**config.mk**
```make
export PLATFORM = sky130hd
export DESIGN_NAME = l2_cache_response
export DESIGN_NICKNAME = d
export VERILOG_FILES = /design/src/common/l2_cache_pkg.sv /design/src/hdl/l2_cache_response.sv
export SDC_FILE = /design/constraint.sdc
export NUM_CORES = 1
export LEC_CHECK = 0
export BUFFER_PORTS_ARGS = -buffer_cell sky130_fd_sc_hd__buf_2
export CAP_MARGIN = 20
export CORE_AREA = 4 4 212 214
export DETAILED_ROUTE_END_ITERATION = 8
export DIE_AREA = 0 0 216 218
export SETUP_SLACK_MARGIN = 0.15
export SLEW_MARGIN = 40
export SYNTH_ARGS = -nofsm -noshare
export SYNTH_HDL_FRONTEND = slang
export SYNTH_SLANG_ARGS = --single-unit
```
**constraint.sdc**
```tcl
create_clock -name clk -period 11.55 [get_ports clk]
set_clock_uncertainty 0.15 [all_clocks]
set_input_delay 1.155 -clock clk [delete_from_list [all_inputs] [get_ports clk]]
set_output_delay 1.155 -clock clk [all_outputs]
set_load 0.005 [all_outputs]
```
**src/common/l2_cache_pkg.sv**
```systemverilog
/*
 * L2 cache slice shared definitions.
 * Sizes, field types, request and response operation codes, and the
 * packets that move between the four pipeline stages.
 */

package l2_cache_pkg;

	// Cache geometry
	localparam int NUM_CORES = 2;
	localparam int NUM_STRANDS = 4;
	localparam int NUM_WAYS = 4;
	localparam int NUM_SETS = 16;
	localparam int LINE_BYTES = 16;

	// The line address is the byte address without the offset
	localparam int LINE_ADDR_BITS = 26;
	localparam int SET_BITS = $clog2(NUM_SETS);
	localparam int TAG_BITS = LINE_ADDR_BITS - SET_BITS;

	typedef logic [$clog2(NUM_CORES) - 1:0] core_id_t;
	typedef logic [1:0] unit_t;
	typedef logic [$clog2(NUM_STRANDS) - 1:0] strand_t;
	typedef logic [1:0] l1_way_t;
	typedef logic [$clog2(NUM_WAYS) - 1:0] l2_way_t;
	typedef logic [LINE_ADDR_BITS - 1:0] line_addr_t;
	typedef logic [SET_BITS - 1:0] set_index_t;
	typedef logic [TAG_BITS - 1:0] tag_t;
	typedef logic [LINE_BYTES * 8 - 1:0] line_t;
	typedef logic [LINE_BYTES - 1:0] byte_mask_t;
	typedef logic [NUM_CORES - 1:0] core_mask_t;

	// One L1 way per core, core 0 in the low bits
	typedef l1_way_t [NUM_CORES - 1:0] l1_way_vec_t;

	// Codes left free for flush and instruction invalidate
	typedef enum logic [2:0] {
		L2REQ_LOAD = 3'd0,
		L2REQ_STORE = 3'd1,
		L2REQ_DINVALIDATE = 3'd4,
		L2REQ_LOAD_SYNC = 3'd5,
		L2REQ_STORE_SYNC = 3'd6
	} l2_req_op_t;

	typedef enum logic [1:0] {
		L2RSP_LOAD_ACK = 2'd0,
		L2RSP_STORE_ACK = 2'd1,
		L2RSP_DINVALIDATE = 2'd2
	} l2_rsp_op_t;

	// Request from an L1, or the replay of a missed request carrying the line
	typedef struct packed {
		logic valid;
		logic is_fill;
		l2_req_op_t op;
		core_id_t core;
		unit_t unit;
		strand_t strand;
		l1_way_t l1_way;
		line_addr_t address;
		byte_mask_t mask;
		line_t data;
	} l2_req_t;

	typedef struct packed {
		l2_req_t req;
		logic hit;
		l2_way_t way;
		logic evict_valid;
		line_addr_t evict_address;
	} l2_tag_pkt_t;

	typedef struct packed {
		l2_tag_pkt_t tag;
		core_mask_t l1_has_line;
		l1_way_vec_t dir_l1_way;
		logic sync_success;
	} l2_dir_pkt_t;

	typedef struct packed {
		l2_dir_pkt_t dir;
		line_t line;
	} l2_data_pkt_t;

	typedef struct packed {
		logic valid;
		logic status;
		core_id_t core;
		unit_t unit;
		strand_t strand;
		l2_rsp_op_t op;
		core_mask_t update;
		l1_way_vec_t way;
		line_addr_t address;
		line_t data;
	} l2_rsp_t;

	typedef struct packed {
		logic valid;
		line_addr_t address;
	} l2_miss_t;

endpackage

```
**src/hdl/l2_cache_response.sv**
```systemverilog
/*
 * L2 response stage.
 * Hits, fills and data invalidates produce a response packet to the L1s.
 * Any other miss is sent to memory instead and comes back as a fill.
 */

`timescale 1ns/1ps

module l2_cache_response
	import l2_cache_pkg::*;
(
	input logic clk,
	input logic reset,
	input l2_data_pkt_t data_pkt,
	output l2_rsp_t rsp,
	output l2_miss_t miss
);

	l2_req_t req;
	core_mask_t has_line;
	logic respond;
	logic ask_memory;
	l2_rsp_op_t rsp_op;
	l2_rsp_t next_rsp;

	assign req = data_pkt.dir.tag.req;
	assign has_line = data_pkt.dir.l1_has_line;

	// Invalidate answers even when the line is absent
	assign respond = req.valid && (data_pkt.dir.tag.hit || req.op == L2REQ_DINVALIDATE);

	// Only loads and stores that find no line in the cache go to memory
	assign ask_memory = req.valid && !data_pkt.dir.tag.hit
		&& (req.op == L2REQ_LOAD || req.op == L2REQ_STORE
		|| req.op == L2REQ_LOAD_SYNC || req.op == L2REQ_STORE_SYNC);

	always_comb
	begin
		case (req.op)
			L2REQ_LOAD, L2REQ_LOAD_SYNC: rsp_op = L2RSP_LOAD_ACK;
			L2REQ_STORE, L2REQ_STORE_SYNC: rsp_op = L2RSP_STORE_ACK;
			L2REQ_DINVALIDATE: rsp_op = L2RSP_DINVALIDATE;
			default: rsp_op = L2RSP_LOAD_ACK;
		endcase
	end

	always_comb
	begin
		next_rsp.valid = respond;
		next_rsp.status = req.op == L2REQ_STORE_SYNC ? data_pkt.dir.sync_success : 1'b1;
		next_rsp.core = req.core;
		next_rsp.unit = req.unit;
		next_rsp.strand = req.strand;
		next_rsp.op = rsp_op;
		next_rsp.address = req.address;
		next_rsp.data = data_pkt.line;

		// For stores update means refresh the L1 copy, for invalidates drop it
		if (req.op == L2REQ_STORE_SYNC)
			next_rsp.update = has_line & {NUM_CORES{data_pkt.dir.sync_success}};
		else if (req.op == L2REQ_STORE || req.op == L2REQ_DINVALIDATE)
			next_rsp.update = has_line;
		else
			next_rsp.update = '0;

		// Cores holding the line keep their way, the others fill the requested one
		for (int c = 0; c < NUM_CORES; c++)
			next_rsp.way[c] = has_line[c] ? data_pkt.dir.dir_l1_way[c] : req.l1_way;
	end

	always_ff @(posedge clk, posedge reset)
	begin
		if (reset)
		begin
			rsp <= '0;
			miss <= '0;
		end
		else
		begin
			rsp <= next_rsp;
			miss.valid <= ask_memory;
			miss.address <= req.address;
		end
	end

	assert property (@(posedge clk) disable iff (reset)
		!(rsp.valid && miss.valid));

endmodule

```
Word-level counts from Yosys, hierarchy flattened --
Cells that the tools add are included.
Word-level totals: register bits 170, bits in latches 0, RAM bits 0, ROM bits 0, input bits 349, output and inout bits 196, word-level logic and storage cells 34, memories kept 0
Operators by class: add/subtract/negate cells 0, multiply operators 0, div/mod/pow operators 0, $lt $le $gt $ge 0, equal/unequal tests 4, shifts and indexed selects 0, mux-type cells 6, bitwise operators 1, reduce and logical (&&, ||, !) cells 11
Operator list (number):
- $eq 3x3->1 const B | 3
- $mux 2 | 4
- $logic_or 1x1->1 | 5
- $pmux 2 s2 | 1
- $eq 3x1->1 const B | 1
- $logic_and 1x1->1 | 3
- $logic_not 3->1 | 1
- $and 2x2->2 | 1
- $reduce_or 2->1 | 1
- $logic_not 1->1 | 1
- $mux 1 | 1

Longest topological paths before layout --
word-level depth 5, depth in mapped cells 3, gate-level depth less buffers 3

Worst setup path after synthesis --
No wires, ideal clock.
path type in2reg, start point in data_pkt[342] (netlist name), end point reg rsp[167] (netlist name), library setup time 124 ps, arrival 1582 ps, required time 11276 ps, setup slack 9694 ps, cell stages on the path 3, path buffers 0, cells stage by stage and2b_1 nand2_1 or2_1
RTL lines:
- start, declared | RTL line l2_cache_response.sv:14 | input l2_data_pkt_t data_pkt,
- end signal, assigned | RTL line l2_cache_response.sv:80 | rsp <= next_rsp;
- end, declared | RTL line l2_cache_response.sv:15 | output l2_rsp_t rsp,

Worst setup path after layout --
start point reg rsp[116] (netlist name), end point out rsp[116] (netlist name)
No word-level cell between the ends.

==> flow_metrics.tcl <==
set metrics [dict create \
    status "finished, final reports clean" \
    crit_family "flip-flops" \
    crit_path_max_incr_delay_ps 390 \
    yosysSeqAreaShare_pct 92.6 \
    cts.sinks 170 \
    hold_viol 0 \
    grt_overflow 0 \
    path_class "register to output pin" \
    holdBufCountCts 0 \
    detail-route-antenna-nets 0 \
    antenna_found_initial 18 \
    grt_usage_pct 8.19 \
    critical_path.max_fanout 1 \
    pwr-share-clk_pct 43.3 \
    power_density_nw_per_um2 169 \
    switching_share_pct 24.9 \
    fp.dieH_um 218 \
    finalCriticalPeriod_ps 2320 \
    comb_power_share_pct 7.3 \
    final_core_util_pct 17.7 \
    synth.cell_area_um2 4590 \
    tns_ps 0 \
    areaGrowthSynthToFinish_pct 65.1 \
    first_pass_iters 4 \
    multi_input_area_um2 140 \
    max-slew-margin-rel_pct 55.7 \
    routed_wl_um 18800 \
    grt_max_degree 106 \
    fillCellCount 4746 \
    synth_top_family_by_area "buffers and inverters" \
    fin_nets 929 \
    syn_area_per_cell_um2 21.3 \
    ff_latch_area_um2 4250 \
    dpl.cell_count 1146 \
    max_cap_viol_count 0 \
    root_buffer "clkbuf_16" \
    ys_seq_elements 170 \
    core_area_um2 42900 \
    synth_top_cell_area_share_pct 92.6 \
    drt-initial-drc-count 60 \
    viasPerCell 2.74 \
    setup_viol 0 \
    clk_pin_slew_ps 70 \
    synth_area_leaders "dfrtp_1 93%, buf_4 4.2%, mux2_1 0.98%, nor4bb_2 0.35%, nand2_1 0.33%" \
    dr_total_vias 3247 \
    startpoint_type "register" \
    first_global_vias 3659 \
    netlist_instances 216 \
    cts_resized 0 \
    vdd_ir_drop_max_mv 0.0919 \
    grt_first_pass_wirelength_um 25600 \
    rsz0062_at_grt "no" \
    dieArea_um2 47100 \
    synth-compound-area-share_pct 0.327 \
    cp-end-kind "output pin" \
    stdcell_count 1184 \
    cts_made_buffers 17 \
    drc 0 \
    cts_tree "built" \
    cts_max_level 4 \
    cp.arrival_ps 1010 \
    core.rowCount 76 \
    power.leakage_nw 3.80 \
    die_w_um 216 \
    cp_cell_sequence "buf_2" \
    cts_max_path_buffers 2 \
    slowest_stage "dfrtp_1" \
    yosys.area_share.simple_pct 1.74 \
    worst_slew_pin_slew_ps 665 \
    required_ps 10250 \
    pin_count 545 \
    intPower_mw 0.964 \
    timing.final.crit_share_pct 20.1 \
    muxShareOfSynthArea_pct 0.981 \
    critical_path_buf_inv_count 1 \
    io_buffers 370 \
    dp_hpwl_um 15600 \
    ys_warn_count 0 \
    syn_nets 565 \
    wire_per_inst_um 15.9 \
    postCtsSetupBuffers 0 \
    holdCritPathClass "input port to async pin" \
    drive_gt1_share_pct 68.5 \
    fmax_mhz 432 \
    seq_power_share_pct 49.4 \
    finalMaxSlewViolations 0 \
    initial_core_util_pct 10.7 \
    place_congestion 0.770 \
    synth_xor_area_share_pct 0 \
    synth_largest_area_cell "dfrtp_1" \
    synth_cell_type_count 14 \
    switching_power_mw 0.320 \
    yosys.area_share.adder_pct 0 \
]
==> worst paths after layout <==
check | start | endpoint | slack, ps | cells past startpoint
worst min-delay path | reset | rsp[78] | 500 | 2
worst max-delay path | rsp[116] | rsp[116] | 9230 | 1
max in group asynchronous | reset | miss[3] | 9600 | 3
min in group clk | data_pkt[3] | rsp[3] | 640 | 1
==> layout by cell type, fill, tap and decap left out, types with 2 or more instances in the layout <==
master and count:
mux2_1 4, nand2b_1 2, inv_6 6, diode_2 6, inv_8 2, clkinv_4 2
clkbuf_16 17, clkbuf_8 2, nand2_1 4, buf_2 370, nor2b_1 2, dfrtp_1 170
clkinv_2 3
==> sequential cells by signal (all words and copies together), names as in the netlist <==
name and cells:
miss 27, rsp 143
==> Yosys cell counts <==
library cell  number
a22oi_1            1
and2b_1            1
buf_4             26
dfrtp_1          170
inv_1              1
mux2_1             4
nand2_1            4
nand2b_1           2
nor2_1             1
nor2_2             1
nor2b_1            2
nor4bb_2           1
o21a_1             1
or2_1              1
==> cells by family (layout without fill, tap and decap cells) <==
logic type / count (synthesis) / count (layout)
flip-flops: 170 / 170
buffers and inverters: 27 / 404
AND/OR/NAND/NOR: 13 / 13
multiplexers: 4 / 4
AO/OA/AOI/OAI: 2 / 2
other: 0 / 6
==> power by group through the flow <==
stage / Sequential (mW) / Combinational, mW / Clock, mW
final: 0.634 / 0.0937 / 0.556
after global routing: 0.637 / 0.106 / 0.617
after CTS: 0.635 / 0.0988 / 0.589
after detailed placement: 0.646 / 0.0989 / 0
after global placement: 0.645 / 0.0972 / 0
after floorplan: 0.651 / 0.0187 / 0
==> layer usage <==
metal | GRT usage (%) | share of wire, % | up-vias
met3 | 7.62 | 19 | 41
li1 | - | - | 1387
met4 | 3.76 | 2.4 | 20
met2 | 12.3 | 45 | 278
met1 | 7.61 | 33 | 1521
met5 | 0 | 0.73 | -
==> area by class of cell <==
class | count | share of cell area [%]
Antenna cell | 6 | 0.198
Clock buffer | 19 | 5.97
Clock inverter | 13 | 1.42
Inverter | 1 | 0.215
Multi-Input combinational cell | 19 | 1.85
Sequential cell | 170 | 56.1
Tap cell | 585 | 9.66
Timing Repair Buffer | 371 | 24.6
==> through the flow <==
stage	area, µm²	setup slack (ps)	power [mW]	hold slack, ps
finish	7580	9230	1.28	505
global route	7570	9150	1.36	538
CTS	7560	9140	1.32	568
detailed placement	7000	8590	0.745	1110
global placement	7000	8660	0.742	1110
floorplan	4590	5640	0.669	1040
(Power assumes the default switching activity.)
