**src/common/l2_cache_pkg.sv**
```systemverilog
/*
 * L2 cache slice shared definitions.
 * Sizes, field types, request and response operation codes, and the
 * packets that move between the four pipeline stages.
 */

package l2_cache_pkg;

	// Cache geometry
	localparam int NUM_CORES = 2;
	localparam int NUM_STRANDS = 4;
	localparam int NUM_WAYS = 4;
	localparam int NUM_SETS = 16;
	localparam int LINE_BYTES = 16;

	// The line address is the byte address without the offset
	localparam int LINE_ADDR_BITS = 26;
	localparam int SET_BITS = $clog2(NUM_SETS);
	localparam int TAG_BITS = LINE_ADDR_BITS - SET_BITS;

	typedef logic [$clog2(NUM_CORES) - 1:0] core_id_t;
	typedef logic [1:0] unit_t;
	typedef logic [$clog2(NUM_STRANDS) - 1:0] strand_t;
	typedef logic [1:0] l1_way_t;
	typedef logic [$clog2(NUM_WAYS) - 1:0] l2_way_t;
	typedef logic [LINE_ADDR_BITS - 1:0] line_addr_t;
	typedef logic [SET_BITS - 1:0] set_index_t;
	typedef logic [TAG_BITS - 1:0] tag_t;
	typedef logic [LINE_BYTES * 8 - 1:0] line_t;
	typedef logic [LINE_BYTES - 1:0] byte_mask_t;
	typedef logic [NUM_CORES - 1:0] core_mask_t;

	// One L1 way per core, core 0 in the low bits
	typedef l1_way_t [NUM_CORES - 1:0] l1_way_vec_t;

	// Codes left free for flush and instruction invalidate
	typedef enum logic [2:0] {
		L2REQ_LOAD = 3'd0,
		L2REQ_STORE = 3'd1,
		L2REQ_DINVALIDATE = 3'd4,
		L2REQ_LOAD_SYNC = 3'd5,
		L2REQ_STORE_SYNC = 3'd6
	} l2_req_op_t;

	typedef enum logic [1:0] {
		L2RSP_LOAD_ACK = 2'd0,
		L2RSP_STORE_ACK = 2'd1,
		L2RSP_DINVALIDATE = 2'd2
	} l2_rsp_op_t;

	// Request from an L1, or the replay of a missed request carrying the line
	typedef struct packed {
		logic valid;
		logic is_fill;
		l2_req_op_t op;
		core_id_t core;
		unit_t unit;
		strand_t strand;
		l1_way_t l1_way;
		line_addr_t address;
		byte_mask_t mask;
		line_t data;
	} l2_req_t;

	typedef struct packed {
		l2_req_t req;
		logic hit;
		l2_way_t way;
		logic evict_valid;
		line_addr_t evict_address;
	} l2_tag_pkt_t;

	typedef struct packed {
		l2_tag_pkt_t tag;
		core_mask_t l1_has_line;
		l1_way_vec_t dir_l1_way;
		logic sync_success;
	} l2_dir_pkt_t;

	typedef struct packed {
		l2_dir_pkt_t dir;
		line_t line;
	} l2_data_pkt_t;

	typedef struct packed {
		logic valid;
		logic status;
		core_id_t core;
		unit_t unit;
		strand_t strand;
		l2_rsp_op_t op;
		core_mask_t update;
		l1_way_vec_t way;
		line_addr_t address;
		line_t data;
	} l2_rsp_t;

	typedef struct packed {
		logic valid;
		line_addr_t address;
	} l2_miss_t;

endpackage

```
**src/hdl/l2_tag_stage.sv**
```systemverilog
/*
 * L2 tag stage.
 * Holds the tag and valid arrays, compares the request tag against every
 * way of its set and picks a round robin victim for fills.
 */

`timescale 1ns/1ps

module l2_tag_stage
	import l2_cache_pkg::*;
(
	input logic clk,
	input logic reset,
	input l2_req_t req,
	output l2_tag_pkt_t tag_pkt
);

	tag_t tag_mem [NUM_SETS][NUM_WAYS];
	logic [NUM_WAYS - 1:0] valid_bits [NUM_SETS];
	l2_way_t fill_ptr [NUM_SETS];

	set_index_t set_idx;
	tag_t req_tag;
	logic [NUM_WAYS - 1:0] hit_vec;
	l2_way_t hit_way;
	l2_way_t victim;
	logic fill_write;
	l2_tag_pkt_t next_pkt;

	assign set_idx = req.address[SET_BITS - 1:0];
	assign req_tag = req.address[LINE_ADDR_BITS - 1:SET_BITS];
	assign victim = fill_ptr[set_idx];
	assign fill_write = req.valid && req.is_fill;

	// Compare all ways at once, at most one can match
	always_comb
	begin
		hit_way = '0;
		for (int w = 0; w < NUM_WAYS; w++)
		begin
			hit_vec[w] = valid_bits[set_idx][w] && tag_mem[set_idx][w] == req_tag;
			if (hit_vec[w])
				hit_way = l2_way_t'(w);
		end
	end

	// A fill is answered as a hit on the way it is about to occupy
	always_comb
	begin
		next_pkt.req = req;
		next_pkt.hit = req.is_fill || |hit_vec;
		next_pkt.way = req.is_fill ? victim : hit_way;
		next_pkt.evict_valid = req.is_fill && valid_bits[set_idx][victim];
		next_pkt.evict_address = {tag_mem[set_idx][victim], set_idx};
	end

	always_ff @(posedge clk)
	begin
		if (fill_write)
			tag_mem[set_idx][victim] <= req_tag;
	end

	// Valid bits and victim pointers start empty
	always_ff @(posedge clk, posedge reset)
	begin
		if (reset)
		begin
			for (int s = 0; s < NUM_SETS; s++)
			begin
				valid_bits[s] <= '0;
				fill_ptr[s] <= '0;
			end
		end
		else if (fill_write)
		begin
			valid_bits[set_idx][victim] <= 1'b1;
			fill_ptr[set_idx] <= victim + 1'b1;
		end
	end

	always_ff @(posedge clk, posedge reset)
	begin
		if (reset)
			tag_pkt <= '0;
		else
			tag_pkt <= next_pkt;
	end

	// Memory only replays requests that missed, so the line cannot be present yet
	assert property (@(posedge clk) disable iff (reset)
		fill_write |-> !(|hit_vec));

endmodule

```
**config.mk**
```make
export PLATFORM = sky130hd
export DESIGN_NAME = l2_tag_stage
export DESIGN_NICKNAME = d
export VERILOG_FILES = /design/src/common/l2_cache_pkg.sv /design/src/hdl/l2_tag_stage.sv
export SDC_FILE = /design/constraint.sdc
export NUM_CORES = 2
export LEC_CHECK = 0
export ABC_AREA = 1
export BUFFER_PORTS_ARGS = -buffer_cell sky130_fd_sc_hd__clkbuf_2
export CORE_UTILIZATION = 50
export DETAILED_ROUTE_END_ITERATION = 16
export PLACE_DENSITY = 0.68
export SYNTH_ARGS = -nofsm -noshare
export SYNTH_HDL_FRONTEND = slang
export SYNTH_SLANG_ARGS = --single-unit
```
**constraint.sdc**
```tcl
create_clock -name clk -period 19 [get_ports clk]
set_input_delay 1.9 -clock clk [delete_from_list [all_inputs] [get_ports clk]]
set_output_delay 1.9 -clock clk [all_outputs]
set_load 0.01 [all_outputs]
```
; ---- Word-level counts from Yosys, hierarchy flattened
; Memory sizes are Yosys's and may differ from the RTL's.
; Cells that the tools add are included.
[totals]
n_memories = 1
regBits = 308
ram_bits = 1408
[classes]
reduce_logical = 11
n_mux = 26
addsub = 1
n_bitwise = 3
magnitude_cmp = 6
eq_ne = 4
[memory_table]
columns = memory, depth, word_bits, rd, rd_ports_with_merged_regs, write_ports, line
row1 = tag_mem, 16, 88, 1, 0, 1, l2_tag_stage.sv:18  ; tag_t tag_mem [NUM_SETS][NUM_WAYS];
[op_table]
columns = op, count
row1 = $eq 22x22->1, 4
row2 = $mux 88, 1
row3 = $mux 22, 3
row4 = $or 64x64->64, 1
row5 = $bmux 22 s2, 1
row6 = $demux 22 s2, 1
row7 = $bwmux 32, 1
row8 = $bmux 4 s4, 1
row9 = $demux 4 s4, 1
row10 = $mux 2, 6
row11 = $mux 4, 3
row12 = $logic_and 1x1->1, 9
row13 = $bmux 2 s4, 1
row14 = $demux 2 s4, 1
row15 = $ge 5x5->1 const B, 1
row16 = $lt 5x1->1 const B, 1
row17 = $not 4->5, 1
row18 = $mux 1, 4
row19 = $reduce_or 4->1, 1
row20 = $ge 3x3->1 const B, 1
row21 = $lt 2x3->1 const B, 1
row22 = $lt 3x1->1 const B, 1
row23 = $not 2->3, 1
row24 = $add 2x1->2 const B, 1
row25 = 4 further kinds, 4

; ---- Logic depth before layout (Yosys ltp)
[logic_depth]
depth_word = 11
ltp_mapped = 23

; ---- Worst setup path after synthesis
; OpenSTA, ideal clock, no wires.
[synth_timing]
path_type = in2reg
startpoint = input req[145] in the netlist's numbering
endpoint = memory tag_mem[13][44] in the netlist's numbering (enable)
slack_ns = 13.882
cell_stages = 15
arrival_time_ns = 4.716
required_time_ns = 18.598
cell_sequence = buf_4 nand2_1 inv_2 buf_4 buf_2 a22oi_1 nand2_1 nand2_1 nand4_2 inv_2 buf_4 ha_1 inv_1 clkbuf_1 nor2_1
[synth_between]
elab_chain_len = 10
word_cells_on_any_way = 11
classes_between = order compare (2) / mux (6) / bitwise (2) / reduce/logical (1)
[synth_rtl]
columns = element, line
row1 = from (decl), l2_tag_stage.sv:14  ; input l2_req_t req,
row2 = $not 4->5 (implied by the code), l2_tag_stage.sv:32  ; assign victim = fill_ptr[set_idx];
row3 = $bmux 2 s4, l2_tag_stage.sv:32
row4 = $mux 2 (implied by the code) (2 in a row), l2_tag_stage.sv:32
row5 = $not 2->3 (implied by the code), l2_tag_stage.sv:60  ; tag_mem[set_idx][victim] <= req_tag;
row6 = $ge 3x3->1 (implied by the code) or $lt 3x1->1 (tied branches), l2_tag_stage.sv:60
row7 = $logic_and 1x1->1 (implied by the code), l2_tag_stage.sv:60
row8 = $mux 22 (implied by the code), l2_tag_stage.sv:60
row9 = $demux 22 s2, l2_tag_stage.sv:60
row10 = $mux 88 (implied by the code), l2_tag_stage.sv:60
row11 = to (decl), l2_tag_stage.sv:18
; Several ways; a longest one is shown, not always the timed one. The select of a mux whose other input is x is not followed.

; ---- Worst setup path after layout
[layout_timing]
startpoint = input req[144] in the netlist's numbering
endpoint = memory tag_mem[10][57] in the netlist's numbering (enable)
; Same word-level chain as after synthesis.

==> reports/metrics.yaml <==
final_layout:
  drive_gt1_share_pct: 13.2
  regArea_um2: 49900
  nets: 6443
  num-fill-cells: 10900
  syn2layout_area_growth_pct: 13.9
  multi_input_comb_area_um2: 15800
clock_tree:
  clock_path_buffers: 3
  clk_latency_ns: 0.83
  cts_setup_buffers: 0
  cts_sinks: 1712
  cts_resized: 0
  cts_made_buffers: 174
  cts_tree: "done"
  cts_root_buf: "clkbuf_16"
  cts-hold-fix-buffers: 0
  clk_pin_slew_ns: 0.06
  htreeDepth: 4
synth:
  ys_warn_count: 0
  ys_seq_area_share_pct: 74.3
  syn_area_um2: 67100
  postSynthCellCount: 5875
  async_reset_ff_share_pct: 17.8
  synth_top_cell_by_area: "edfxtp_1"
  ys.flop_type: "edfxtp_1"
  synth_nets: 6063
  ys_ff_latch: 1712
  synth_edf_count: 1408
  synth_top_area_share_pct: 63.0
  yosysMostFrequentCell: "nand2_1"
  synth_cell_types: 27
  syn_avg_cell_area_um2: 11.4
  synth_common_cells: "nand2_1, edfxtp_1, dfrtp_1, nor2_1, o21ai_0"
  synth_area_leaders: "edfxtp_1, nand2_1, dfrtp_1, o21ai_0, nor2_1"
global_route:
  grt-ovfl-total: 0
  grt_max_degree: 186
  grt_pass1_vias: 43700
  track_usage_pct: 31.7
  antenna_found_initial: 18
  grt_pass1_wl_um: 306000
die:
  die_h_um: 368
  die_w_um: 368
  io_pins: 396
  dieArea_um2: 136000
  initial_core_util_pct: 50.4
  rows: 134
  core-area_um2: 133000
placed_design:
  place_congestion: 1.04
  dp_slack_ns: 11.28
  dp_hpwl_um: 132000
  port_buffers: 395
worst_setup_path:
  cp.arrival_ns: 7.44
  criticalPathCategory: "input port to flip-flop"
  cp-end-kind: "flip-flop"
  required_ns: 19.40
  critPathLaunchType: "input port"
  critPathMaxFanout: 94
run_status:
  status: "complete, no violations"
power_and_ir_drop:
  p_per_area_nw_per_um2: 108
  p_sw_mw: 2.07
  p_int_mw: 6.18
  clockPowerShare_pct: 40.4
  fin_total_pwr_mw: 8.25
  combPwrFrac_pct: 8.8
  p_leak_nw: 31.0
  ir_drop_mv: 0.0829
  seqPwrFrac_pct: 50.8
  swShare_pct: 25.1
detailed_routing:
  drtAntennaViolNets: 0
  vias_per_cell: 5.74
  drtIter0Drc: 6908
  routed_wl_um: 217000
  wl_per_cell_um: 26.6
  firstDrtPassIters: 7
  drc: 0
  vias: 46800
sta:
  tightestPinTransition_ns: 1.38
  fmax_mhz: 142
  min_period_ns: 7.03
  period_share_pct: 37.0
  skew_ns: 0.0463
  setup_ws_ns: 11.97
  finalSetupViolations: 0
  tns_ns: 0
  timing.hold.ws_ns: 0.458
  rsz0062_at_grt: "no"
  finalHoldViolCount: 0
  slew_viol_final: 0
  max_slew_margin_pct: 7.57
min_path:
  hold_class: "flip-flop to flip-flop"
run:
  max-cap-violations: 0
-- through the flow --
stage / cell area, um^2 / utilization [%] / cells
6_report: 76500 / 57.4 / 8167
5_1_grt: 76500 / 57.4 / 8165
4_1_cts: 76500 / 57.4 / 8165
3_5_place_dp: 70900 / 53.2 / 7847
3_3_place_gp: 70900 / 53.2 / 7847
2_1_floorplan: 67100 / - / 5875
-- area by class of cell --
| cell class | instances | area share [%] |
|---|---|---|
| well taps | 1768 | 2.89 |
| repair buffers | 482 | 3.53 |
| clock buffers | 240 | 6.23 |
| diodes | 2 | 0.00655 |
| inverters | 87 | 0.473 |
| multi-input cells | 3798 | 20.6 |
| clock inverters | 78 | 0.993 |
| flip-flops and latches | 1712 | 65.2 |
-- power by group through the flow --
stage | logic (mW) | registers (mW) | clock network (mW)
floorplan | 0.327 | 4.27 | 0
global placement | 0.698 | 4.27 | 0
detailed placement | 0.702 | 4.27 | 0
CTS | 0.705 | 4.19 | 3.35
global route | 0.765 | 4.20 | 3.49
finish | 0.724 | 4.19 | 3.33
-- logic make-up after synthesis --
group	share of synthesized area [%]
simple gates	19.8
flops	74.3
compound gates	3.39
buf+inv	2.46
fa+ha+maj	0.0746
-- layer usage --
metal | up-vias | track usage, % | part of all wire, %
met2 | 3028 | 45.9 | 43
met5 | - | 0 | 0.031
met4 | 12 | 13.8 | 4.7
li1 | 20500 | - | -
met3 | 539 | 8.27 | 13
met1 | 22800 | 45.1 | 39
-- critical path: stages --
cell and delay (ns):
buf_8 0.46, nand2_1 0.74, inv_8 0.58, buf_4 0.84
a22oi_1 0.21, nand2_1 0.11, nand2_1 0.05, nand4_1 0.15
buf_4 0.65, ha_1 0.26, inv_1 0.04, buf_4 0.25
nor2_2 1.01
-- sequential cells by signal (all words and copies together), names as in the netlist --
name and cells:
tag_pkt 208, tag_mem 1408, valid_bits 64, fill_ptr 32
-- path summary, 6_finish.rpt --
kind,to,slack [ns],cells past startpoint,from
max,tag_mem[10][57],11.97,13,req[144]
max reg2reg,tag_mem[6][87],14.76,9,fill_ptr[7]
min,valid_bits[13],0.46,2,valid_bits[13]
max in group asynchronous,tag_pkt[11],15.24,4,reset
min reg2reg,valid_bits[13],0.46,2,valid_bits[13]
min in group asynchronous,tag_pkt[95],1.29,2,reset
-- cell usage in the layout (no fill, tap or decap), types with 12 or more instances in the layout --
master     Yosys  final
buf_4         11     96
clkbuf_1      80     52
nand3_1      136    136
o21ai_0      204    204
dfrtp_1      304    304
or2_2         38     38
clkinv_1       0     21
clkbuf_2       0    371
inv_1         80     79
a32o_1        12     12
a22oi_1      108    108
clkinv_2       0     30
nor2_2         1     64
edfxtp_1    1408   1408
clkbuf_8       0     12
a21oi_1       57     57
nand2_1     2932   2932
nor2_1       218    152
clkbuf_16      0    176
nand4_1       77     77
Power figures use the tool's default switching activity.
