## config.mk

```make
export PLATFORM = sky130hd
export DESIGN_NAME = l2_dir_stage
export DESIGN_NICKNAME = d
export VERILOG_FILES = /design/src/common/l2_cache_pkg.sv /design/src/hdl/l2_dir_stage.sv
export SDC_FILE = /design/constraint.sdc
export NUM_CORES = 1
export LEC_CHECK = 0
export BUFFER_PORTS_ARGS = -buffer_cell sky130_fd_sc_hd__buf_2
export CAP_MARGIN = 20
export CORE_AREA = 8 8 260 262
export CTS_CLUSTER_DIAMETER = 200
export DETAILED_ROUTE_END_ITERATION = 12
export DIE_AREA = 0 0 268 270
export GPL_ROUTABILITY_DRIVEN = 0
export PLACE_DENSITY = 0.77
export SYNTH_ARGS = -nofsm -noshare
export SYNTH_HDL_FRONTEND = slang
export SYNTH_SLANG_ARGS = --single-unit
```

## constraint.sdc

```tcl
create_clock -name clk -period 11.2 [get_ports clk]
set_input_delay 0.56 -clock clk [delete_from_list [all_inputs] [get_ports clk]]
set_output_delay 0.56 -clock clk [all_outputs]
set_load 0.005 [all_outputs]
```

## src/common/l2_cache_pkg.sv

```systemverilog
/*
 * L2 cache slice shared definitions.
 * Sizes, field types, request and response operation codes, and the
 * packets that move between the four pipeline stages.
 */

package l2_cache_pkg;

	// Cache geometry
	localparam int NUM_CORES = 2;
	localparam int NUM_STRANDS = 4;
	localparam int NUM_WAYS = 4;
	localparam int NUM_SETS = 16;
	localparam int LINE_BYTES = 16;

	// The line address is the byte address without the offset
	localparam int LINE_ADDR_BITS = 26;
	localparam int SET_BITS = $clog2(NUM_SETS);
	localparam int TAG_BITS = LINE_ADDR_BITS - SET_BITS;

	typedef logic [$clog2(NUM_CORES) - 1:0] core_id_t;
	typedef logic [1:0] unit_t;
	typedef logic [$clog2(NUM_STRANDS) - 1:0] strand_t;
	typedef logic [1:0] l1_way_t;
	typedef logic [$clog2(NUM_WAYS) - 1:0] l2_way_t;
	typedef logic [LINE_ADDR_BITS - 1:0] line_addr_t;
	typedef logic [SET_BITS - 1:0] set_index_t;
	typedef logic [TAG_BITS - 1:0] tag_t;
	typedef logic [LINE_BYTES * 8 - 1:0] line_t;
	typedef logic [LINE_BYTES - 1:0] byte_mask_t;
	typedef logic [NUM_CORES - 1:0] core_mask_t;

	// One L1 way per core, core 0 in the low bits
	typedef l1_way_t [NUM_CORES - 1:0] l1_way_vec_t;

	// Codes left free for flush and instruction invalidate
	typedef enum logic [2:0] {
		L2REQ_LOAD = 3'd0,
		L2REQ_STORE = 3'd1,
		L2REQ_DINVALIDATE = 3'd4,
		L2REQ_LOAD_SYNC = 3'd5,
		L2REQ_STORE_SYNC = 3'd6
	} l2_req_op_t;

	typedef enum logic [1:0] {
		L2RSP_LOAD_ACK = 2'd0,
		L2RSP_STORE_ACK = 2'd1,
		L2RSP_DINVALIDATE = 2'd2
	} l2_rsp_op_t;

	// Request from an L1, or the replay of a missed request carrying the line
	typedef struct packed {
		logic valid;
		logic is_fill;
		l2_req_op_t op;
		core_id_t core;
		unit_t unit;
		strand_t strand;
		l1_way_t l1_way;
		line_addr_t address;
		byte_mask_t mask;
		line_t data;
	} l2_req_t;

	typedef struct packed {
		l2_req_t req;
		logic hit;
		l2_way_t way;
		logic evict_valid;
		line_addr_t evict_address;
	} l2_tag_pkt_t;

	typedef struct packed {
		l2_tag_pkt_t tag;
		core_mask_t l1_has_line;
		l1_way_vec_t dir_l1_way;
		logic sync_success;
	} l2_dir_pkt_t;

	typedef struct packed {
		l2_dir_pkt_t dir;
		line_t line;
	} l2_data_pkt_t;

	typedef struct packed {
		logic valid;
		logic status;
		core_id_t core;
		unit_t unit;
		strand_t strand;
		l2_rsp_op_t op;
		core_mask_t update;
		l1_way_vec_t way;
		line_addr_t address;
		line_t data;
	} l2_rsp_t;

	typedef struct packed {
		logic valid;
		line_addr_t address;
	} l2_miss_t;

endpackage

```

## src/hdl/l2_dir_stage.sv

```systemverilog
/*
 * L2 directory stage.
 * Tracks which cores hold each line in their L1 and in which L1 way,
 * and keeps the per strand reservations of synchronized accesses.
 */

`timescale 1ns/1ps

module l2_dir_stage
	import l2_cache_pkg::*;
(
	input logic clk,
	input logic reset,
	input l2_tag_pkt_t tag_pkt,
	output l2_dir_pkt_t dir_pkt
);

	core_mask_t sharers [NUM_SETS][NUM_WAYS];
	l1_way_vec_t l1_ways [NUM_SETS][NUM_WAYS];
	logic res_valid [NUM_CORES][NUM_STRANDS];
	line_addr_t res_addr [NUM_CORES][NUM_STRANDS];

	l2_req_t req;
	set_index_t set_idx;
	core_mask_t rd_sharers;
	l1_way_vec_t rd_l1_way;
	core_mask_t wr_sharers;
	l1_way_vec_t wr_l1_way;
	logic active;
	logic is_load;
	logic own_match;
	logic sync_success;
	logic store_effect;
	l2_dir_pkt_t next_pkt;

	assign req = tag_pkt.req;
	assign set_idx = req.address[SET_BITS - 1:0];
	assign rd_sharers = sharers[set_idx][tag_pkt.way];
	assign rd_l1_way = l1_ways[set_idx][tag_pkt.way];

	// Only requests that hold the line touch the directory or reservations
	assign active = req.valid && tag_pkt.hit;
	assign is_load = req.op == L2REQ_LOAD || req.op == L2REQ_LOAD_SYNC;

	assign own_match = res_valid[req.core][req.strand]
		&& res_addr[req.core][req.strand] == req.address;
	assign sync_success = active && req.op == L2REQ_STORE_SYNC && own_match;
	assign store_effect = active && (req.op == L2REQ_STORE || sync_success);

	// New directory entry for the way being accessed
	always_comb
	begin
		wr_sharers = rd_sharers;
		wr_l1_way = rd_l1_way;

		// A filled way starts with no L1 copies of the old line
		if (req.is_fill || req.op == L2REQ_DINVALIDATE)
			wr_sharers = '0;

		if (is_load)
		begin
			wr_sharers[req.core] = 1'b1;
			wr_l1_way[req.core] = req.l1_way;
		end
	end

	// Report the L1 copies as they were before this request
	always_comb
	begin
		next_pkt.tag = tag_pkt;
		next_pkt.l1_has_line = (tag_pkt.hit && !req.is_fill) ? rd_sharers : '0;
		next_pkt.dir_l1_way = rd_l1_way;
		next_pkt.sync_success = sync_success;
	end

	always_ff @(posedge clk, posedge reset)
	begin
		if (reset)
		begin
			for (int s = 0; s < NUM_SETS; s++)
				for (int w = 0; w < NUM_WAYS; w++)
					sharers[s][w] <= '0;
		end
		else if (active)
			sharers[set_idx][tag_pkt.way] <= wr_sharers;
	end

	always_ff @(posedge clk)
	begin
		if (active && is_load)
			l1_ways[set_idx][tag_pkt.way] <= wr_l1_way;
	end

	// A store that lands breaks every reservation on its line, its own included
	always_ff @(posedge clk, posedge reset)
	begin
		if (reset)
		begin
			for (int c = 0; c < NUM_CORES; c++)
				for (int s = 0; s < NUM_STRANDS; s++)
					res_valid[c][s] <= 1'b0;
		end
		else if (active && req.op == L2REQ_LOAD_SYNC)
			res_valid[req.core][req.strand] <= 1'b1;
		else if (store_effect)
		begin
			for (int c = 0; c < NUM_CORES; c++)
				for (int s = 0; s < NUM_STRANDS; s++)
					if (res_valid[c][s] && res_addr[c][s] == req.address)
						res_valid[c][s] <= 1'b0;
		end
	end

	always_ff @(posedge clk)
	begin
		if (active && req.op == L2REQ_LOAD_SYNC)
			res_addr[req.core][req.strand] <= req.address;
	end

	always_ff @(posedge clk, posedge reset)
	begin
		if (reset)
			dir_pkt <= '0;
		else
			dir_pkt <= next_pkt;
	end

	// L1 copies recorded on a fill victim mean the tag stage saw that way valid
	assert property (@(posedge clk) disable iff (reset)
		req.valid && tag_pkt.hit && req.is_fill && |rd_sharers |-> tag_pkt.evict_valid);

endmodule

```

# Yosys cells after proc, flatten, opt, wreduce, memory -nomap -nowiden
# Memory sizes are Yosys's and may differ from the RTL's.
# Cells that the tools add are included.
# totals
ram_bits	464
in_bits	214
n_memories	2
out_inout_bits	219
wordCells	218
reg_bits	355
# op_classes
n_mux	54
order_cmp	10
n_eq_ne	13
bitwise_logic	6
reduce_logical	43
# mem_list
name	words	word_bits	rd	rd_ports_with_merged_regs	wr	line_no	text
l1_ways	16	16	1	0	1	l2_dir_stage.sv:19	l1_way_vec_t l1_ways [NUM_SETS][NUM_WAYS];
res_addr	2	104	3	0	1	l2_dir_stage.sv:21	line_addr_t res_addr [NUM_CORES][NUM_STRANDS];
# op_table
operator	n
== test 26 bit	9
bitwise mux 128 bit	1
two-way mux 104 bit	1
two-way mux 26 bit	3
binary-select mux 26 bit (select 2 bit)	1
demux 26 bit (select 2 bit)	1
two-way mux 8 bit	5
binary-select mux 8 bit (select 4 bit)	1
demux 8 bit (select 4 bit)	1
two-way mux 4 bit	8
logical AND 1 bit	21
nonzero test 2 bit	9
two-way mux 16 bit	1
AND reduction 2 bit	8
two-way mux 1 bit	14
two-way mux 2 bit	7
== test 3 bit, second input constant	3
binary-select mux 4 bit (select 2 bit)	1
demux 4 bit (select 2 bit)	1
OR 8 bit	1
>= comparator 3 bit, second input constant	2
< comparator 3 x 1 -> 1 bit, second input constant	2
inverter 2 -> 3 bit	2
>= comparator 5 bit, second input constant	1
other kinds (20)	22

# Depth between registers and ports, before layout
# Gate-level depths: netlist (run 1).
# logic_depth
word_depth	13
ltp_mapped	12
ltp_nobuf	7

# Least setup slack after synthesis (run 1)
# Ideal clock, no wire load.
# synth_timing
kind	in2reg
startpoint	in tag_pkt[206] (netlist bit)
endpoint	mem res_addr[0][100] (netlist bit) (enable)
arrival_time_ns	3.422
setup_slack_ns	7.331
t_required_ns	10.754
path_stages	6
cell_sequence	buf_6 > buf_6 > buf_6 > buf_2 > buf_1 > nor3_1
# synth_rtl
element	line_no	text
start, declared	l2_dir_stage.sv:14	input l2_tag_pkt_t tag_pkt,
end, declared	l2_dir_stage.sv:21	
# No word-level cell before the write port.

# Worst setup path after layout (run 1)
# layout_timing
startpoint	in tag_pkt[174] (netlist bit)
endpoint	reg sharers[125] (netlist bit)
# layout_between
elab_chain_cells	11
# layout_rtl
element	line_no	text
inverter 4 -> 5 bit (not written as such) *	l2_dir_stage.sv:38, l2_dir_stage.sv:85	
binary-select mux 8 bit (select 4 bit)	l2_dir_stage.sv:38	assign rd_sharers = sharers[set_idx][tag_pkt.way];
two-way mux 8 bit (not written as such) (2 in series)	l2_dir_stage.sv:38	
binary-select mux 2 bit (select 2 bit)	l2_dir_stage.sv:38	
two-way mux 2 bit (not written as such) (2 in series)	l2_dir_stage.sv:38	
two-way mux 2 bit	l2_dir_stage.sv:57	if (req.is_fill || req.op == L2REQ_DINVALIDATE)
OR 2 bit (no source line)	--	
two-way mux 2 bit	l2_dir_stage.sv:60	if (is_load)
bitwise mux 128 bit *	l2_dir_stage.sv:85	sharers[set_idx][tag_pkt.way] <= wr_sharers;
end signal, assigned by index	l2_dir_stage.sv:85	
end, declared	l2_dir_stage.sv:18	core_mask_t sharers [NUM_SETS][NUM_WAYS];
# Mark *: on every way between the ends. The rest lies on a longest branch, timed or not. The select of a mux whose other input is x is not followed.
# A chain may end at the register's enable or synchronous reset.

==> summary.txt, run 1 <==
==============================================================================
# resized after CTS                                                          0
Worst reg2reg path depth                                                     7
Y dimension of the die                                             270 microns
Met2 Resource Use GR                                                     0.399
Most common cell after layout, fill and taps aside                    edfxtp_1
Post-DP HPWL                                                      63,600 microns
Setup TNS                                                                 0 ns
All-Layer GR Usage                                                       0.250
Multi-input gate area in the final layout                           9240 sq um
Site row count                                                              93
Power density of the placed cells                                  172 nW/um^2
Die W                                                              268 microns
Most used flip-flop cell after synthesis                              edfxtp_1
WL final                                                          90,900 microns
Starting density of the core                                             0.511
Total Power Consumption                                                6630 uW
Fraction of final layout cells sized beyond drive strength 1             0.316
Antenna violations before repair                                            19
TritonCTS Buffers                                                           82
Number of violations of the max-capacitance limit                            0
Number of I/O pins                                                         433
Dominant cell type by count on the critical path                        mux4_2
Delay of the slowest cell on the worst path                            0.56 ns
Number of fill cells                                                     4,648
Worst slack after detailed placement                                   6.04 ns
Share of the yosys chip area belonging to registers                      0.702
Max Fclk                                                               231 MHz
Maximum number of pins on one net before global-route repair               182
Post-synth ARST share                                                    0.433
Iteration-0 DRC Markers                                                  2,577
Total congestion overflow after global routing                               0
Register-to-register path setup slack                                  7.94 ns
Root Buffer Master                                                   clkbuf_16
Flop and latch count out of synthesis                                      819
Critical path capture point type                                     flip-flop
Hold violation count in the final report                                     0
Min-Delay Endpoint                                                 dir_pkt[22]
Global Route met1 Usage                                                  0.326
Routing usage on met3                                                   0.0830
Synth Net Count                                                          2,215
Period Utilization, post-route                                           0.387
RSZ-0062 raised after global routing                                     false
Outcome                                                           finished clean
CP arrival                                                             4.79 ns
Post-detailed-route via-to-cell ratio                                     5.90
Post-route non-filler standard cell count                                3,373
Worst max-slew margin expressed relative to the limit                    0.215
Final period demand of the worst path                                  4.34 ns
Area of the die                                                   72,400 sq um
Detailed-route wire length per cell                               27.0 microns
Worst hold path cell count                                                   1
Largest clock skew in the final design                               0.0444 ns
Total number of vias                                                    19,896
Worst Min Path Start                                               tag_pkt[15]
Largest voltage drop on the vdd net                                 0.000126 V
First-pass GRT wire length                                        135,000 microns
Most used cells in the layout excluding fill and tap cells        464 x edfxtp_1, 429 x buf_2, 355 x dfrtp_1
Insertion delay of the later-clocked pin in the worst-skew pair        0.64 ns
Kind of cell adding the most delay to the critical path           buffers and inverters
Post-synthesis instance area                                      32,500 sq um
Reg2Reg Launch Point                                              res_valid[7]
Final #Nets                                                              2,660
IO Port Bufs                                                               432
Path category of the worst min-delay check                              in2reg
Maximum level of the CTS H-tree                                              3
Start-to-end type of the worst setup path                               in2reg
Reg-to-Reg End                                                    res_valid[6]
Number of flops mapped to enable cells by yosys                            464
Leakage power                                                        0.0146 uW
Critical path buffer and inverter count                                      4
Gate Count Post-Synth                                                    2,001
Cells traversed along the worst timing path                       buf_6, buf_4, buf_16, mux4_2, mux4_2, mux4_2, a22oi_4, buf_4, o21ai_0
Slew at the pin closest to its max-slew limit                          1.18 ns
Post-synth cell types                                                       48
Drc violations                                                               0
CTS Buffer Depth                                                             3
Startpoint Class                                                     input pin
Length of the first detailed-routing pass in iterations                      6
Area of the placeable core                                        63,600 sq um
Number of warnings reported in the yosys synthesis log                       0
Final setup violating endpoints                                              0
Number of global-route vias before repair                               20,551
Average instance area after synthesis                               16.3 sq um
Data required time at the worst endpoint                              11.65 ns
Area added between synthesis and finish                                  18.7%
Maximum net fanout on the critical path                                     66
CTS tree                                                                 built
Most used routing layer                                                   met2
Count of pins over their slew limit                                          0
Cell count after placement                                               3,208
Total clock sinks                                                          819
Critical-path cell with the highest stage delay                         mux4_2
DRT antenna net count                                                        0
Clock-pin slew on the worst setup and hold paths                       0.06 ns
Sequential cell area                                              22,800 sq um
Post-route worst setup slack                                           6.86 ns
==============================================================================
[stage by stage]
step | hold WS, ns | area [sq um] | util
after floorplan | 0.445 | 32500 | -
after global routing | 0.00329 | 38600 | 0.606
after detailed placement | 0.466 | 35600 | 0.559
after global placement | 0.455 | 35500 | 0.558
final | 0.0327 | 38600 | 0.606
after CTS | 0.000488 | 38500 | 0.605
[worst max path at each step]
stage	startpoint	to	slack, ns	depth (start not counted)
final	tag_pkt[174]	sharers[125]	6.86	9
after global routing	tag_pkt[174]	sharers[125]	6.63	9
after CTS	tag_pkt[174]	sharers[67]	6.70	8
after detailed placement	tag_pkt[174]	sharers[27]	6.04	8
after global placement	tag_pkt[174]	sharers[106]	5.95	7
after floorplan	reset	dir_pkt[0]	0.79	1
[area by class of cell]
cell class                      instances  share of cell area
Inverter                                6            0.000778
Timing Repair Buffer                  467              0.0669
Antenna cell                            4            0.000259
Clock buffer                          119              0.0656
Multi-Input combinational cell       1070               0.239
Tap cell                              855              0.0277
Sequential cell                       819               0.591
Clock inverter                         33             0.00817
[sequential cells by signal, summed over array words and instances, names as in the netlist]
signal / count
dir_pkt: 219
l1_ways: 256
res_addr: 208
res_valid: 8
sharers: 128
[worst reg2reg max path: cells and delay by family, from the launching register on]
family          cells  cell delay (ns)
compound gates      3             1.16
flops               1             0.44
simple gates        3             1.39
mux                 1             0.12
[report_power, final]
part           switching [uW]  leakage [uW]  internal, uW
clock                    1160       0.00142          1670
combinational             299       0.00454           183
sequential               26.3       0.00861          3290
[cell families after synthesis]
kind of cell    count (synthesis)  synth area share
compound gates                181            0.0312
xor+xnor                      227            0.0611
simple gates                  445            0.0626
mux                           217             0.128
flops                         819             0.702
buf+inv                       112            0.0156
[repair_timing]
action,CTS,global route
hold endpoints to repair,5,0
hold buffers,5,0
buffers inserted,0,0
[Yosys cell counts, types with 3 or more instances]
cell type / number / area, sq um
a211oi_1: 4 / 30.0
o21a_1: 3 / 22.5
nor2_1: 90 / 338
nor4_1: 23 / 144
nor2b_1: 6 / 37.5
nor3_1: 27 / 135
buf_1: 11 / 41.3
mux2i_1: 42 / 420
o21ai_0: 122 / 611
clkbuf_1: 57 / 214
or3_1: 3 / 18.8
buf_2: 23 / 115
clkbuf_2: 8 / 40.0
inv_1: 6 / 22.5
edfxtp_1: 464 / 13900
nand4_1: 49 / 307
o22ai_1: 15 / 93.8
and2_1: 3 / 18.8
nand2b_1: 7 / 43.8
xor2_1: 39 / 342
or2_2: 3 / 18.8
a21oi_1: 10 / 50.1
mux4_2: 157 / 3540
nand3_1: 9 / 45.0
a22oi_1: 9 / 67.6
buf_6: 6 / 67.6
mux2_2: 18 / 203
dfrtp_1: 355 / 8880
o21ai_1: 7 / 35.0
or4_1: 5 / 37.5
xnor2_1: 188 / 1650
nand2_1: 208 / 781
[routing by layer]
metal / vias up / share of wire
li1: 8357 / -
met1: 10042 / 0.37
met2: 1240 / 0.48
met3: 225 / 0.12
met4: 32 / 0.031
met5: - / 0.0023
Note: power is estimated with default switching activity, not from simulation.
==> inputs of run 2 (changes only) <==
CORE_AREA = 8 8 253 255   (was 8 8 260 262)
DIE_AREA = 0 0 261 263   (was 0 0 268 270)
PLACE_DENSITY = 0.78   (was 0.77)
clock period = 4.5 ns   (was 11.2 ns; I/O delays follow)
==> run 2 against run 1 <==
Total power increased to 2.5 times the previous value. Hold slack better by 0.066 ns. Combinational power grew to 2.9 times the previous value. Clock-buffer cell count is 1 lower. First-iteration DRC count increased by 7.9%. Register-to-register slack got worse by 6.6 ns. Sequential share of layout area fell by 3.0 points.
==> summary.txt, run 2 (same netlist as run 1, synthesis figures left out) <==
==================================================================================
Detailed-route wire length per cell                                   28.2 microns   +4.5%
Critical path capture point type                                         flip-flop
Sequential power share                                                       0.494   -0.007
Length of the first detailed-routing pass in iterations                          8   +2
Area of the placeable core                                            59,900 sq um   -5.9%
All-Layer GR Usage                                                           0.288   +0.0382
Share of power burned in combinational logic                                 0.083   +0.010
Fraction of final layout cells sized beyond drive strength 1                 0.293   -0.0232
Maximum number of pins on one net before global-route repair                   130   -29%
Critical-path cell with the highest stage delay                       dlygate4sd3_1
Clock-pin slew on the worst setup and hold paths                           0.06 ns   about the same
Drc violations                                                                   0   unchanged
Startpoint Class                                                         input pin
WL final                                                              99,300 microns   +9.2%
Worst slack after detailed placement                                      0.718 ns   -5.32 ns
Register with the most flip-flops                                          l1_ways
Area added between synthesis and finish                                      24.9%
Root Buffer Master                                                       clkbuf_16
Insertion delay of the later-clocked pin in the worst-skew pair            0.64 ns   about the same
Post-detailed-route via-to-cell ratio                                         6.03   +2.2%
Site row count                                                                  90   -3.2%
Most common cell after layout, fill and taps aside                        edfxtp_1
Largest registers                                                     l1_ways: 256 flops, dir_pkt: 219 flops, res_addr: 208 flops
Outcome                                                               finished clean
Number of violations of the max-capacitance limit                                0   unchanged
Final #Nets                                                                  2,883   +8.4%
CTS Buffer Depth                                                                 3   unchanged
Leakage power                                                            0.0155 uW   +6.1%
DRT antenna net count                                                            0   unchanged
Final setup violating endpoints                                                  0   unchanged
Maximum net fanout on the critical path                                         64   -3.0%
Setup TNS                                                                     0 ns   unchanged
Area of the die                                                       68,600 sq um   -5.1%
Starting density of the core                                                 0.543   +0.0319
Data required time at the worst endpoint                                   4.95 ns   -6.70 ns
First-pass GRT wire length                                            147,000 microns   +8.5%
Flip-flop count of the largest register, all copies and words added            256   unchanged
RSZ-0062 raised after global routing                                         false
Number of I/O pins                                                             433   unchanged
Y dimension of the die                                                 263 microns   -2.6%
Fin area                                                              40,600 sq um   +5.3%
Total clock sinks                                                              819   unchanged
Cell count after placement                                                   3,156   -1.6%
Largest voltage drop on the vdd net                                     0.000482 V   +280%
Delay of the slowest cell on the worst path                                0.55 ns   about the same
Final period demand of the worst path                                      3.75 ns
Post-route non-filler standard cell count                                    3,525   +4.5%
Most used cells in the layout excluding fill and tap cells            464 x edfxtp_1, 429 x buf_2, 355 x dfrtp_1
Hold violation count in the final report                                         0   unchanged
CTS tree                                                                     built
Maximum level of the CTS H-tree                                                  3   unchanged
Max Fclk                                                                   267 MHz
Total congestion overflow after global routing                                   0   unchanged
Dominant cell type by count on the critical path                            mux4_2
Slew at the pin closest to its max-slew limit                              1.11 ns   -0.0637 ns
Part of the total power dissipated in the clock network                      0.422   -0.005
Critical path buffer and inverter count                                          4   unchanged
Iteration-0 DRC Markers                                                      2,781   +7.9%
IO Port Bufs                                                                   432   unchanged
Post-DP HPWL                                                          65,300 microns   +2.7%
TritonCTS Buffers                                                               82   unchanged
Total number of vias                                                        21,241   +6.8%
Antenna violations before repair                                                11   -8
Number of fill cells                                                         3,864   -17%
Period Utilization, post-route                                               0.833
Start-to-end type of the worst setup path                                   in2reg
Count of pins over their slew limit                                              0   unchanged
Power density of the placed cells                                      412 nW/um^2   +140%
Cells traversed along the worst timing path                           dlygate4sd3_1, buf_6, buf_4, mux4_2, mux4_2, mux4_2, a22oi_4, buf_4, o21ai_0
Kind of cell adding the most delay to the critical path               buffers and inverters
Internal Pwr Total                                                       12,900 uW   +150%
Largest clock skew in the final design                                   0.0381 ns   -0.00629 ns
Number of global-route vias before repair                                   22,529   +9.6%
Sw Ratio                                                                     0.227   +0.00288
Path category of the worst min-delay check                                  in2reg
Switching power                                                            3790 uW   +160%
Die W                                                                  261 microns   -2.6%
CP arrival                                                                 4.20 ns   -0.59 ns
Post-route worst setup slack                                              0.750 ns   -6.11 ns
Worst max-slew margin expressed relative to the limit                        0.258   +0.0425
Placed cell area                                                      35,700 sq um   +0.29%
==================================================================================
## run 2: cell types whose count changed in the layout (fill, tap and decap cells not counted), moves of 5 or more
cell | previous run | this run
buf_12 | 2 | 10
clkinv_1 | 3 | 8
clkbuf_1 | 11 | 20
buf_4 | 23 | 41
clkbuf_8 | 19 | 12
inv_6 | 5 | 0
dlygate4sd3_1 | 5 | 207
## run 2: timing repair
action / in CTS / in global routing
hold endpoints to repair: 238 / 0
resized for setup: 0 / 0
buffers inserted: 0 / 0
hold buffers: 207 / 0
## run 2: worst paths after layout
kind | startpoint | endpoint | slack (ns) | cells after the start
max in group asynchronous | reset | sharers[102] | 2.93 | 5
worst min-delay path | tag_pkt[202] | dir_pkt[209] | 0.1 | 1
worst max register to register | res_addr[1][3] | res_valid[4] | 1.38 | 7
worst max-delay path | tag_pkt[174] | sharers[19] | 0.75 | 9
worst min register to register | sharers[44] | sharers[44] | 0.48 | 2
min in group asynchronous | reset | dir_pkt[83] | 0.36 | 3
## run 2: through the flow
stage | util | hold WS, ns | power, uW
final | 0.678 | 0.0991 | 16700
after global routing | 0.678 | 0.0785 | 17100
after CTS | 0.677 | 0.0745 | 16700
after detailed placement | 0.596 | 0.334 | 9590
after global placement | 0.596 | 0.333 | 9550
after floorplan | - | 0.256 | 9040
## run 2: cell type report
type	instances	area, sq um	area share
Antenna cell	6	15.0	0.000370
Inverter	6	26.3	0.000647
Timing Repair Buffer	690	4770	0.117
Clock inverter	34	383	0.00943
Multi-Input combinational cell	1070	9240	0.227
Tap cell	782	978	0.0241
Sequential cell	819	22800	0.562
Clock buffer	118	2390	0.0589
## run 2: power by group through the flow
stage | sequential, uW | combinational (uW) | clock, uW
CTS | 8260 | 1340 | 7100
floorplan | 8410 | 634 | 0
global route | 8270 | 1470 | 7400
global placement | 8400 | 1140 | 0
finish | 8270 | 1390 | 7060
detailed placement | 8410 | 1180 | 0
## run 2: per-layer routing
metal	GRT usage	routed length, microns
met2	0.464	48000
met3	0.0892	11600
met4	0.110	3950
met1	0.367	35700
met5	0	58
